File: src/hdl/mbus_pkg.sv
/*
 * Main-bus controller shared definitions
 * Bus widths, decoded regions, FSM states and the values the
 * controller starts from after reset
 */

package mbus_pkg;

	// 68000 word address from bit 23 down to bit 1
	typedef logic [23:1] addr_t;

	typedef logic [15:0] word_t;

	typedef logic [8:0] refresh_count_t;

	typedef enum logic [1:0] {
		RGN_ROM,
		RGN_RAM,
		RGN_CTRL,
		RGN_UNMAPPED
	} region_t;

	typedef enum logic [3:0] {
		ST_IDLE,
		ST_SELECT,
		ST_ROM_WAIT,
		ST_RAM_WAIT,
		ST_RAM_READ,
		ST_RAM_WRITE,
		ST_UNUSED,
		ST_REFRESH,
		ST_FINISH
	} mstate_t;

	// NOP opcode as seen on an undriven bus
	localparam word_t OPEN_BUS_RESET = 16'h4E71;

	// Address bits 11:8 of the sound-CPU registers
	localparam logic [3:0] CTRL_BUSREQ_PAGE = 4'd1;
	localparam logic [3:0] CTRL_RESET_PAGE  = 4'd2;
	localparam int CTRL_BIT = 8;

	localparam int REFRESH_PERIOD_DEFAULT = 384;

endpackage

File: src/hdl/mbus_if.sv
/*
 * Internal main-bus link
 * Joins the cycle FSM, the datapath and the sound-CPU registers
 */

`timescale 1ns/1ps

interface mbus_if;
	import mbus_pkg::*;

	logic capture;
	addr_t a;
	word_t wdata;
	logic rnw;
	logic uds_n;
	logic lds_n;
	region_t region;
	region_t sel;
	logic active;
	logic finish;
	word_t rdata;
	logic ctrl_rdata;

	modport fsm (output capture, sel, active, finish, input region, rnw);

	modport datapath (
		input capture, sel, active, finish, ctrl_rdata,
		output a, wdata, rnw, uds_n, lds_n, region, rdata
	);

	modport ctrl (input a, wdata, rnw, uds_n, sel, active, output ctrl_rdata);

endinterface

File: src/hdl/refresh_timer.sv
/*
 * DRAM refresh timer
 * Free-running counter that raises a refresh request once per
 * period and keeps it until the cycle FSM takes it
 */

`timescale 1ns/1ps

module refresh_timer #(
	parameter int REFRESH_PERIOD = mbus_pkg::REFRESH_PERIOD_DEFAULT
) (
	input  logic MCLK,
	input  logic reset,
	input  logic take,
	output logic pending
);
	import mbus_pkg::*;

	refresh_count_t count;

	always_ff @(posedge MCLK) begin
		if (reset) begin
			count   <= '0;
			pending <= 1'b0;
		end else begin
			if (take)
				pending <= 1'b0;
			if (count == refresh_count_t'(REFRESH_PERIOD - 1)) begin
				count   <= '0;
				pending <= 1'b1;
			end else begin
				count <= count + 1'b1;
			end
		end
	end

endmodule

File: src/hdl/mbus_fsm.sv
/*
 * Main-bus cycle FSM
 * Grants refresh or master cycles, drives the device strobes and
 * the master DTACK_N, and waits for the master to drop AS_N
 */

`timescale 1ns/1ps

module mbus_fsm (
	input  logic MCLK,
	input  logic reset,
	mbus_if.fsm  bus,
	input  logic as_n,
	input  logic uds_n,
	input  logic lds_n,
	input  logic rom_dtack_n,
	input  logic ram_rdy,
	input  logic rfs_rdy,
	input  logic pending,
	output logic take,
	output logic dtack_n,
	output logic rom_sel,
	output logic ram_ce_n,
	output logic rfs
);
	import mbus_pkg::*;

	mstate_t state;
	logic request;

	assign request = !as_n && (!uds_n || !lds_n);

	// Refresh goes ahead of a waiting master
	assign take        = (state == ST_IDLE) && pending;
	assign bus.capture = (state == ST_IDLE) && !pending && request;
	assign bus.finish  = (state == ST_FINISH) && as_n;

	always_ff @(posedge MCLK) begin
		if (reset) begin
			state      <= ST_IDLE;
			dtack_n    <= 1'b1;
			rom_sel    <= 1'b0;
			ram_ce_n   <= 1'b1;
			rfs        <= 1'b0;
			bus.sel    <= RGN_UNMAPPED;
			bus.active <= 1'b0;
		end else begin
			case (state)
				ST_IDLE: begin
					if (pending) begin
						rfs   <= 1'b1;
						state <= ST_REFRESH;
					end else if (request) begin
						state <= ST_SELECT;
					end
				end

				//----------------------------------------------------------
				// Branch on the region of the request latched on entry
				ST_SELECT: begin
					bus.sel    <= bus.region;
					bus.active <= 1'b1;
					case (bus.region)
						RGN_ROM: begin
							rom_sel <= 1'b1;
							state   <= ST_ROM_WAIT;
						end
						RGN_RAM: begin
							ram_ce_n <= 1'b0;
							state    <= ST_RAM_WAIT;
						end
						RGN_CTRL: begin
							dtack_n <= 1'b0;
							state   <= ST_FINISH;
						end
						default: state <= ST_UNUSED;
					endcase
				end

				ST_ROM_WAIT: begin
					if (!rom_dtack_n) begin
						dtack_n <= 1'b0;
						state   <= ST_FINISH;
					end
				end

				// RAM answers with a low then high RAM_RDY
				ST_RAM_WAIT: begin
					if (!ram_rdy)
						state <= bus.rnw ? ST_RAM_READ : ST_RAM_WRITE;
				end

				ST_RAM_READ: begin
					if (ram_rdy) begin
						dtack_n <= 1'b0;
						state   <= ST_FINISH;
					end
				end

				ST_RAM_WRITE: begin
					dtack_n <= 1'b0;
					state   <= ST_FINISH;
				end

				// Nothing decodes here so the open-bus word is acknowledged
				ST_UNUSED: begin
					dtack_n <= 1'b0;
					state   <= ST_FINISH;
				end

				ST_REFRESH: begin
					if (!rfs_rdy) begin
						rfs   <= 1'b0;
						state <= ST_IDLE;
					end
				end

				//----------------------------------------------------------
				// Hold DTACK_N until the master releases AS_N
				ST_FINISH: begin
					if (as_n) begin
						dtack_n    <= 1'b1;
						rom_sel    <= 1'b0;
						ram_ce_n   <= 1'b1;
						bus.active <= 1'b0;
						state      <= ST_IDLE;
					end
				end

				default: state <= ST_IDLE;
			endcase
		end
	end

endmodule

File: src/hdl/mbus_datapath.sv
/*
 * Main-bus datapath
 * Latches the master request, decodes its region, selects the
 * read word and keeps the open-bus word of the last read
 */

`timescale 1ns/1ps

module mbus_datapath (
	input  logic            MCLK,
	input  logic            reset,
	mbus_if.datapath        bus,
	input  logic            uds_n,
	input  logic            lds_n,
	input  logic            rnw,
	input  mbus_pkg::addr_t addr,
	input  mbus_pkg::word_t data_in,
	input  mbus_pkg::word_t rom_data,
	input  mbus_pkg::word_t ram_data,
	output mbus_pkg::word_t data_out,
	output mbus_pkg::addr_t bus_addr,
	output mbus_pkg::word_t bus_wdata,
	output logic            bus_rnw,
	output logic            bus_uds_n,
	output logic            bus_lds_n
);
	import mbus_pkg::*;

	word_t open_bus;
	logic active_d;
	logic ctrl_page;

	always_ff @(posedge MCLK) begin
		if (bus.capture) begin
			bus.a     <= addr;
			bus.wdata <= data_in;
		end
	end

	// Strobes go back to idle once the selected cycle is over
	always_ff @(posedge MCLK) begin
		if (reset) begin
			active_d  <= 1'b0;
			bus.rnw   <= 1'b1;
			bus.uds_n <= 1'b1;
			bus.lds_n <= 1'b1;
		end else begin
			active_d <= bus.active;
			if (bus.capture) begin
				bus.rnw   <= rnw;
				bus.uds_n <= uds_n;
				bus.lds_n <= lds_n;
			end else if (active_d && !bus.active) begin
				bus.rnw   <= 1'b1;
				bus.uds_n <= 1'b1;
				bus.lds_n <= 1'b1;
			end
		end
	end

	//------------------------------------------------------------
	// Address decode
	always_comb begin
		if (!bus.a[23])
			bus.region = RGN_ROM;
		else if (&bus.a[23:21])
			bus.region = RGN_RAM;
		else if (bus.a[23:12] == 12'hA11 && bus.a[7:1] == 7'd0)
			bus.region = RGN_CTRL;
		else
			bus.region = RGN_UNMAPPED;
	end

	assign ctrl_page = (bus.a[11:8] == CTRL_BUSREQ_PAGE) || (bus.a[11:8] == CTRL_RESET_PAGE);

	// Only one bit of a control register read is real
	always_comb begin
		bus.rdata = open_bus;
		case (bus.sel)
			RGN_ROM: bus.rdata = rom_data;
			RGN_RAM: bus.rdata = ram_data;
			RGN_CTRL: begin
				if (ctrl_page)
					bus.rdata[CTRL_BIT] = bus.ctrl_rdata;
			end
			default: bus.rdata = open_bus;
		endcase
	end

	always_ff @(posedge MCLK) begin
		if (reset)
			open_bus <= OPEN_BUS_RESET;
		else if (bus.finish && bus.rnw)
			open_bus <= bus.rdata;
	end

	assign data_out  = bus.rdata;
	assign bus_addr  = bus.a;
	assign bus_wdata = bus.wdata;
	assign bus_rnw   = bus.rnw;
	assign bus_uds_n = bus.uds_n;
	assign bus_lds_n = bus.lds_n;

endmodule

File: src/hdl/z80_ctrl.sv
/*
 * Sound-CPU control registers
 * Bus request at A11100 and reset at A11200, both on data bit 8
 */

`timescale 1ns/1ps

module z80_ctrl (
	input  logic MCLK,
	input  logic reset,
	mbus_if.ctrl bus,
	input  logic z80_busak_n,
	output logic z80_busreq_n,
	output logic z80_reset_n
);
	import mbus_pkg::*;

	logic [3:0] page;
	logic wr_en;

	assign page  = bus.a[11:8];
	assign wr_en = bus.active && (bus.sel == RGN_CTRL) && !bus.rnw && !bus.uds_n;

	// Sound CPU starts held in reset with the bus released
	always_ff @(posedge MCLK) begin
		if (reset) begin
			z80_busreq_n <= 1'b1;
			z80_reset_n  <= 1'b0;
		end else if (wr_en) begin
			if (page == CTRL_BUSREQ_PAGE)
				z80_busreq_n <= ~bus.wdata[CTRL_BIT];
			if (page == CTRL_RESET_PAGE)
				z80_reset_n <= bus.wdata[CTRL_BIT];
		end
	end

	// Other pages read back the open-bus bit in the datapath
	assign bus.ctrl_rdata = (page == CTRL_BUSREQ_PAGE) ? (z80_busak_n | ~z80_reset_n)
	                                                   : z80_reset_n;

endmodule

File: src/hdl/genesis_mbus.sv
/*
 * Console main-bus controller
 * One 68000-style master, ROM, work RAM, sound-CPU control
 * registers and DRAM refresh on a single bus
 */

`timescale 1ns/1ps

module genesis_mbus #(
	parameter int REFRESH_PERIOD = mbus_pkg::REFRESH_PERIOD_DEFAULT
) (
	input  logic            MCLK,
	input  logic            reset,
	input  logic            as_n,
	input  logic            uds_n,
	input  logic            lds_n,
	input  logic            rnw,
	input  mbus_pkg::addr_t addr,
	input  mbus_pkg::word_t data_in,
	input  logic            rom_dtack_n,
	input  mbus_pkg::word_t rom_data,
	input  logic            ram_rdy,
	input  mbus_pkg::word_t ram_data,
	input  logic            rfs_rdy,
	input  logic            z80_busak_n,
	output logic            dtack_n,
	output mbus_pkg::word_t data_out,
	output mbus_pkg::addr_t bus_addr,
	output mbus_pkg::word_t bus_wdata,
	output logic            bus_rnw,
	output logic            bus_uds_n,
	output logic            bus_lds_n,
	output logic            rom_sel,
	output logic            ram_ce_n,
	output logic            rfs,
	output logic            z80_busreq_n,
	output logic            z80_reset_n
);

	logic pending;
	logic take;

	mbus_if bus_i ();

	refresh_timer #(
		.REFRESH_PERIOD(REFRESH_PERIOD)
	) refresh_timer_i (
		.MCLK(MCLK),
		.reset(reset),
		.take(take),
		.pending(pending)
	);

	mbus_fsm fsm_i (
		.MCLK(MCLK),
		.reset(reset),
		.bus(bus_i),
		.as_n(as_n),
		.uds_n(uds_n),
		.lds_n(lds_n),
		.rom_dtack_n(rom_dtack_n),
		.ram_rdy(ram_rdy),
		.rfs_rdy(rfs_rdy),
		.pending(pending),
		.take(take),
		.dtack_n(dtack_n),
		.rom_sel(rom_sel),
		.ram_ce_n(ram_ce_n),
		.rfs(rfs)
	);

	mbus_datapath datapath_i (
		.MCLK(MCLK),
		.reset(reset),
		.bus(bus_i),
		.uds_n(uds_n),
		.lds_n(lds_n),
		.rnw(rnw),
		.addr(addr),
		.data_in(data_in),
		.rom_data(rom_data),
		.ram_data(ram_data),
		.data_out(data_out),
		.bus_addr(bus_addr),
		.bus_wdata(bus_wdata),
		.bus_rnw(bus_rnw),
		.bus_uds_n(bus_uds_n),
		.bus_lds_n(bus_lds_n)
	);

	z80_ctrl z80_ctrl_i (
		.MCLK(MCLK),
		.reset(reset),
		.bus(bus_i),
		.z80_busak_n(z80_busak_n),
		.z80_busreq_n(z80_busreq_n),
		.z80_reset_n(z80_reset_n)
	);

endmodule

File: config.mk
export PLATFORM = sky130hd
export DESIGN_NAME = genesis_mbus
export DESIGN_NICKNAME = d
export VERILOG_FILES = /design/src/hdl/mbus_pkg.sv /design/src/hdl/mbus_if.sv /design/src/hdl/refresh_timer.sv /design/src/hdl/mbus_fsm.sv /design/src/hdl/mbus_datapath.sv /design/src/hdl/z80_ctrl.sv /design/src/hdl/genesis_mbus.sv
export SDC_FILE = /design/constraint.sdc
export NUM_CORES = 1
export LEC_CHECK = 0
export ABC_AREA = 1
export BUFFER_PORTS_ARGS = -buffer_cell sky130_fd_sc_hd__buf_2
export CAP_MARGIN = 20
export CORE_ASPECT_RATIO = 0.75
export CORE_MARGIN = 1.5
export CORE_UTILIZATION = 40
export DETAILED_ROUTE_END_ITERATION = 10
export GPL_ROUTABILITY_DRIVEN = 0
export PLACE_DENSITY = 0.69
export SYNTH_ARGS = -nofsm -noshare
export SYNTH_HDL_FRONTEND = slang
export SYNTH_SLANG_ARGS = --single-unit
export TNS_END_PERCENT = 5
File: constraint.sdc
create_clock -name MCLK -period 4.1 [get_ports MCLK]
set_clock_uncertainty 0.15 [all_clocks]
set_input_delay 0.615 -clock MCLK [delete_from_list [all_inputs] [get_ports MCLK]]
set_output_delay 0.615 -clock MCLK [all_outputs]
set_load 0.1 [all_outputs]
# Word level (Yosys, flattened, before mapping)
# Cells that the tools add are included.
[totals] regBits=82 latch_bits=0 ram_bits=0 romBits=0 inputBits=81 out_inout_bits=64 word_cells=126 mem_count=0
[op_classes] add_sub_neg=1 multipliers=0 div_mod_pow=0 magnitude_cmp=0 n_eq_ne=26 n_shift=0 mux=38 bitwise_logic=3 reduce_logical=40
[ops] cell="4-bit one-hot mux with 8 select lines" count=1
[ops] cell="4-bit 2-to-1 mux" count=7
[ops] cell="1-bit 2-to-1 mux" count=19
[ops] cell="4-bit by 3-bit == test with 1-bit output (second input constant)" count=4
[ops] cell="8-bit one-hot mux with 2 select lines" count=1
[ops] cell="7-bit one-hot mux with 2 select lines" count=1
[ops] cell="12-bit == test (second input constant)" count=1
[ops] cell="4-bit by 2-bit == test with 1-bit output (second input constant)" count=3
[ops] cell="2-bit inequality test (second input constant)" count=6
[ops] cell="4-bit one-hot mux with 3 select lines" count=1
[ops] cell="3-bit AND reduction" count=4
[ops] cell="1-bit logical AND" count=11
[ops] cell="9-bit by 1-bit adder with 9-bit output (second input constant)" count=1
[ops] cell="9-bit == test (second input constant)" count=1
[ops] cell="4-bit by 1-bit == test with 1-bit output (second input constant)" count=2
[ops] cell="1-bit one-hot mux with 2 select lines" count=4
[ops] cell="2-bit nonzero test" count=4
[ops] cell="1-bit logical NOT" count=7
[ops] cell="7-bit logical NOT" count=1
[ops] cell="2-bit by 1-bit inequality test with 1-bit output (second input constant)" count=3
[ops] cell="2-bit AND reduction" count=3
[ops] cell="6-bit AND reduction" count=1
[ops] cell="1-bit one-hot mux with 5 select lines" count=1
[ops] cell="5-bit AND reduction" count=1
[ops] cell="13 further kinds" count=20

# Depth between registers and ports, before layout
# Gate-level depths: netlist of run 1.
[depth] ltp_word=8 depth_mapped=9 mapped_depth_nobuf=9

# Hierarchy
# Synthesis of run 1 repeated with hierarchy kept, for this count alone.
[unflattened] cells_unflattened=475 hier_area_um2=4051.4
[modules_own_cells] mod="mbus_datapath" instances=1 cells_each=274 area_each_um2=2750.1 seq_area_each_um2=1571.5
[modules_own_cells] mod="mbus_fsm" instances=1 cells_each=108 area_each_um2=665.6 seq_area_each_um2=220.2
[modules_own_cells] mod="refresh_timer" instances=1 cells_each=63 area_each_um2=454.2 seq_area_each_um2=200.2
[modules_own_cells] mod="z80_ctrl" instances=1 cells_each=30 area_each_um2=181.4 seq_area_each_um2=40.0

# Least setup slack after synthesis of run 1
# No wires, ideal clock.
[synth_path] kind="reg-to-output" from="reg fsm_i.bus.sel[1]" to="out data_out[12]" arrival_time_ns=2.231 required_ns=3.335 slack_ns=1.104 stages_incl_launch_ff=5 n_path_buf=2 cell_sequence="dfxtp_1 buf_4 inv_2 buf_6 o211ai_1"
[synth_between] elab_chain_cells=2 word_cells_on_any_way=3 cone_classes="1 x eq/ne; 1 x mux; 1 x reduce/logical"
[synth_lines] item="from (decl)" line_no="mbus_if.sv:24" text="modport fsm (output capture, sel, active, finish, input region, rnw);"
[synth_lines] item="from (signal assigned)" line_no="mbus_fsm.sv:61" text="bus.sel <= bus.region;"
[synth_lines] item="2-bit by 1-bit == test with 1-bit output or 2-bit logical NOT (tied branches)" line_no="mbus_datapath.sv:79" text="case (bus.sel)"
[synth_lines] item="7-bit one-hot mux with 2 select lines (*)" line_no="mbus_datapath.sv:79"
[synth_lines] item="to (decl)" line_no="genesis_mbus.sv:27" text="output mbus_pkg::word_t data_out,"
# Every way passes the cells marked *; elsewhere a longest branch is shown, timed or not.

# Worst setup path in the final report of run 1
[layout_path] from="reg fsm_i.bus.sel[1]" to="out data_out[8]"
[layout_between] elab_chain_cells=2 word_cells_on_any_way=4 cone_classes="2 x eq/ne; 1 x mux; 1 x reduce/logical"
[layout_lines] item="2-bit == test (tied with other cells)" line_no="mbus_datapath.sv:79"
[layout_lines] item="1-bit one-hot mux with 3 select lines (*)" line_no="mbus_datapath.sv:79"
# Marks and branches as above.

==> results.toml, run 1 <==
[grt]
track_usage_pct = 19.5
antenna_found_initial = 0
grt_pass1_vias = 2926
grt_first_pass_wirelength_microns = 13900
overflow = 0
grt_max_degree = 40

[clock_tree]
clk_path_buf_depth = 2
clockRootBuffer = "clkbuf_16"
cts_setup_buffers = 0
cts_resized = 0
cts_tree = "built"
numCtsBuffers = 9
clkLatencyLatePin_ps = 330
cts.hold.buffers_added = 0
h-tree-depth = 3
clkSlewWorstSetupHoldPaths_ps = 60
clock-sinks = 82

[power]
ir_drop_uv = 530
p_leak_nw = 2.08
power.density_mw_per_mm2 = 805
power_mw = 3.65

[floorplan]
core_sq_mm = 0.00842
die_y_microns = 83.5
die-area_sq_mm = 0.00922
start_util_pct = 41.1
die_w_microns = 110
rows = 29
ios = 145

[sta]
setup_tns_ps = 0
fmax_ghz = 0.343
rsz0062_at_grt = "false"
min_period_ps = 2910
slew_headroom_pct = 51.1
report.final.slew_viol_count = 0
period_share_pct = 71.1
setup_viol = 0
hold_viol_final = 0
worst_pin_slew_ps = 732

[synthesis]
synth_ff_type = "dfxtp_1"
yosysTopAreaCellShare_pct = 33.9
synth_cell_types = 31
synth.area.top_cells = "edfxtp_1 34%, dfxtp_1 25%, nand2_1 10%"
synthTopCellsByCount = "96 x nand2_1, 43 x dfxtp_1, 42 x inv_1, 42 x nand3_1"
ys_warn_count = 0
synth_fp_nets = 473
yosysTopAreaCell = "edfxtp_1"
synthCells = 391
synthArstFlopShare_pct = 0
ys_ff_latch = 82
yosysSeqAreaShare_pct = 58.7
synth_edf_count = 39
yosysMostFrequentCell = "nand2_1"
synth_area_sq_mm = 0.00346
avgSynthCellArea_sq_um = 8.85

[place]
port-buffer-count = 144
post_dp_cell_area_sq_mm = 0.00426
dp.final_hpwl_microns = 6580
dpl.cell_count = 632

[drt]
wl_met1_microns = 4050
post_drt_wl_per_cell_microns = 13.5
routed_wl_microns = 8720
vias = 3186
ant_nets = 0
dr.pass1.iters = 4
dr.max_layer_used = "met4"
drcViolationCount = 0
vias_per_cell = 4.92
wl_met3_microns = 579
route.met2.wl_microns = 3990
drtIter0Drc = 219

[setup_path]
crit_path_start_kind = "flop"
required_ps = 3340
crit_fanout = 25
crit_path_end_kind = "output port"
cp.arrival_ps = 2150
path_class = "flop to output port"

[status]
outcome = "finished, final reports clean"

[finish]
postLayoutCoreUtil_pct = 53.9
nets = 617
layout-drive-gt1-share_pct = 31.5
layout.cells.non_filler = 648
syn_to_final_growth_pct = 31.1
design_area_sq_mm = 0.00454
diodes = 0

[job]
maxCapViolations = 0

[worst_hold_path]
hold_class = "flop to flop"
[layout make-up]
type                            instances  area (sq um)
Timing Repair Buffer                  145           728
Tap cell                              108           135
Sequential cell                        82          2030
Multi-Input combinational cell        253          1200
Inverter                               44           165
Clock buffer                           10           229
Clock inverter                          6          48.8
Fill cell                             787          3880
[logic make-up after synthesis]
group / count (synthesis) / share of synthesized area (%)
adders and majority gates: 1 / 0.362
buffers and inverters: 56 / 6.65
AOI/OAI and AO/OA: 55 / 9.33
DFF: 82 / 58.7
xor gates and xnor gates: 1 / 0.253
and+or+nand+nor: 196 / 24.7
[path summary, 6_finish.rpt]
check | from | cells past startpoint | to | slack [ps]
setup reg to reg | fsm_i.state[1]$_SDFFE_PP0P_ | 8 | datapath_i.open_bus[2]$_SDFFE_PP0P_ | 1890
setup / recovery | fsm_i.bus.sel[1]$_SDFFE_PP1P_ | 9 | data_out[8] | 1190
hold / removal | fsm_i.rom_sel$_SDFFE_PP0P_ | 2 | fsm_i.rom_sel$_SDFFE_PP0P_ | 300
hold reg to reg | fsm_i.rom_sel$_SDFFE_PP0P_ | 2 | fsm_i.rom_sel$_SDFFE_PP0P_ | 300
[cell usage in the layout (no fill, tap or decap)]
cell type,netlist,routed
o21ai_0,11,11
buf_2,7,144
nor2_4,3,3
or2_2,2,2
a21oi_1,21,21
inv_2,2,2
nand4_1,7,7
a211oi_1,1,1
clkinvlp_4,0,3
clkbuf_1,3,1
clkbuf_16,0,9
nor3b_1,1,1
nand3_1,42,42
o211ai_1,9,9
o22ai_1,3,3
nand2_1,96,96
ha_1,1,1
dfxtp_1,43,43
o311a_1,1,1
inv_6,0,3
o21ai_1,3,3
a22oi_1,4,4
inv_1,42,42
or2_0,1,1
xor2_1,1,1
a21boi_0,1,1
a31oi_1,1,1
edfxtp_1,39,39
nor2_1,39,39
buf_4,1,1
nor3_1,2,2
nand3_2,1,1
nor2_2,2,2
[stage by stage]
step                      worst slack [ps]  hold slack [ps]
after floorplan                       1100              268
after global placement                1650              280
after detailed placement              1570              287
after CTS                             1200              292
after global routing                  1010              282
final                                 1190              298
[where the power goes]
part           switching (mW)  total, mW  internal [mW]  leakage, nW
Sequential              0.104       1.13           1.03        0.716
Clock                   0.335      0.751          0.417        0.126
Combinational            1.49       1.77          0.277         1.24
[routing by layer]
layer  global-route usage, %  up-vias
li1                        -     1607
met1                    27.1     1473
met5                       0        -
met3                    5.46       10
met2                    30.0       96
met4                    4.55        0
[worst max-delay path: stages (launching register included)]
cell and delay [ps]:
dfxtp_1 600, inv_2 290, nor2_2 180, nand2_1 70, inv_1 50, nand2_1 50, nand2_1 50, nand2_1 60
inv_1 50, buf_2 410
[flip-flops by register name (all words and copies together), names as in the netlist]
| signal | cells |
|---|---|
| datapath_i.bus.a | 23 |
| datapath_i.bus.wdata | 16 |
| datapath_i.open_bus | 16 |
| refresh_timer_i.count | 9 |
| fsm_i.state | 4 |
| fsm_i.bus.sel | 2 |
| datapath_i.active_d | 1 |
| datapath_i.bus.lds_n | 1 |
| datapath_i.bus.rnw | 1 |
| datapath_i.bus.uds_n | 1 |
| fsm_i.bus.active | 1 |
| fsm_i.dtack_n | 1 |
| fsm_i.ram_ce_n | 1 |
| fsm_i.rfs | 1 |
| fsm_i.rom_sel | 1 |
| refresh_timer_i.pending | 1 |
| z80_ctrl_i.z80_busreq_n | 1 |
| z80_ctrl_i.z80_reset_n | 1 |
No activity file was read; power rests on OpenSTA's default activity.
==> inputs of run 2 (changes only) <==
PLACE_DENSITY = 0.71   (was 0.69)
clock period = 2.5 ns   (was 4.1 ns; I/O delays follow)
==> run 2 against run 1 <==
  * Register-to-register slack worse by 1400 ps
  * Power is 70% higher
  * First-iteration DRC count is 15% lower
  * Combinational power increased by 66%
  * Non-clock buffer count rose by 5
  * Critical path depth decreased by 5
  * Global-route usage decreased by 0.57 points
  * Largest cell class unchanged
  * Via count is 1.7% lower
  * Sequential share of layout area decreased by 1.0 points
  * Critical endpoint is now data_out[15]
  * Flip-flop and latch count stayed put
==> results.toml, run 2 (synthesis results as in run 1) <==
[setup_path]
worstReg2RegEnd = "datapath_i.bus.a[20]$_DFFE_PP_"
path_class = "flop to output port"
cp.arrival_ps = 1820
ff2ff_path_depth = 6
regToRegStartpoint = "fsm_i.state[3]$_SDFFE_PP0P_"
crit_fanout = 10
crit_path_end_kind = "output port"
crit_path_start_kind = "flop"
r2r_slack_ps = 520
required_ps = 1980

[clock_tree]
clockRootBuffer = "clkbuf_16"
clkSlewWorstSetupHoldPaths_ps = 60
h-tree-depth = 3
cts.hold.buffers_added = 0
clkLatencyLatePin_ps = 330
cts_tree = "built"
clock-sinks = 82
numCtsBuffers = 9
clk_path_buf_depth = 2

[finish]
layout-drive-gt1-share_pct = 32.3
layout_common_cells = "143 x buf_2, 96 x nand2_1, 42 x inv_1, 42 x nand3_1, 42 x dfxtp_1"
n_fill_cell = 749
nets = 622
design_area_sq_mm = 0.00464
regArea_sq_mm = 0.00203
largest_reg_flops = 23
diodes = 0
mostFrequentLayoutCell = "buf_2"
reg_top3 = "datapath_i.bus.a: 23 flops, datapath_i.bus.wdata: 16 flops, datapath_i.open_bus: 16 flops"
regMostFlops = "datapath_i.bus.a"
multi_input_area_sq_mm = 0.00120
syn_to_final_growth_pct = 34.2

[sta]
worst_pin_slew_ps = 612
period_share_pct = 93.8
fmax_ghz = 0.426
min_period_ps = 2350
setup_viol = 0
report.final.slew_viol_count = 0
hold_viol_final = 0
rsz0062_at_grt = "false"
slew_headroom_pct = 59.2

[grt]
overflow = 0
grt_pass1_vias = 2921
track_usage_pct = 18.9
grt_max_degree = 27
grt_first_pass_wirelength_microns = 13600
antenna_found_initial = 0

[worst_hold_path]
hp-start = "data_in[3]"
hold_depth = 1
hold_class = "input port to flop"
hold-path-endpoint = "datapath_i.bus.wdata[3]$_DFFE_PP_"

[drt]
dr.pass1.iters = 4
routed_wl_microns = 8500
post_drt_wl_per_cell_microns = 13.0
vias_per_cell = 4.80
drcViolationCount = 0
drtIter0Drc = 187
ant_nets = 0
vias = 3133

[floorplan]
die_y_microns = 83.5
rows = 29
die-area_sq_mm = 0.00922
ios = 145
start_util_pct = 41.1
die_w_microns = 110
core_sq_mm = 0.00842

[power]
power.density_mw_per_mm2 = 1330
ir_drop_uv = 758
power_mw = 6.19
p_leak_nw = 2.13

[place]
dp.final_hpwl_microns = 6570
post_dp_cell_area_sq_mm = 0.00429
port-buffer-count = 144

[job]
maxCapViolations = 0

[status]
outcome = "finished, final reports clean"
run 2: metrics by stage:
step | hold slack (ps) | setup TNS [ps] | util (%) | std cells | worst slack (ps)
finish | 61.0 | 0 | 55.1 | 653 | 155
detailed placement | 288 | 0 | 51.0 | 636 | 474
global placement | 278 | 0 | 51.0 | 636 | 523
CTS | 54.0 | 0 | 54.9 | 652 | 114
floorplan | 268 | -2830 | - | 391 | -208
global route | 47.2 | 0 | 55.1 | 653 | 24.9
run 2: critical path, cell delays in order, from the launching register on:
cell	delay [ps]
dfxtp_1	570
buf_4	250
nand3_1	90
o211ai_1	120
buf_2	460
run 2: per-layer routing:
metal	share of wire, %	global-route usage [%]
met2	45	28.6
met3	6.0	4.92
met1	48	27.0
met4	1.2	4.55
met5	0	0
run 2: worst max-delay path by stage:
stage                                   startpoint                                    to  cells past startpoint
finish               fsm_i.bus.sel[0]$_SDFFE_PP1P_                          data_out[15]                      4
global route         fsm_i.bus.sel[0]$_SDFFE_PP1P_                           data_out[1]                      4
CTS                 datapath_i.bus.a[10]$_DFFE_PP_                           data_out[8]                      8
detailed placement   fsm_i.bus.sel[1]$_SDFFE_PP1P_                           data_out[8]                      9
global placement     fsm_i.bus.sel[0]$_SDFFE_PP1P_                           data_out[8]                      6
floorplan            fsm_i.bus.sel[1]$_SDFFE_PP1P_  datapath_i.open_bus[15]$_SDFFE_PP0P_                      6
run 2: where the power goes:
part	total (mW)	internal, mW	switching (mW)
clock network	1.41	0.882	0.524
registers	1.84	1.68	0.163
logic	2.94	0.484	2.46
run 2: layout make-up:
type / instances / share of cell area, %
multi-input cells: 253 / 25.8
well taps: 108 / 2.91
inverters: 44 / 3.67
clock buffers: 9 / 4.85
repair buffers: 150 / 16.8
flip-flops and latches: 82 / 43.8
clock inverters: 7 / 2.16
run 2: what timing repair did:
| action | in CTS | in global routing |
|---|---|---|
| hold endpoints to repair | 0 | 0 |
| setup endpoints to repair | 0 | 2 |
| buffers inserted | 0 | 1 |
| resized for setup | 0 | 1 |
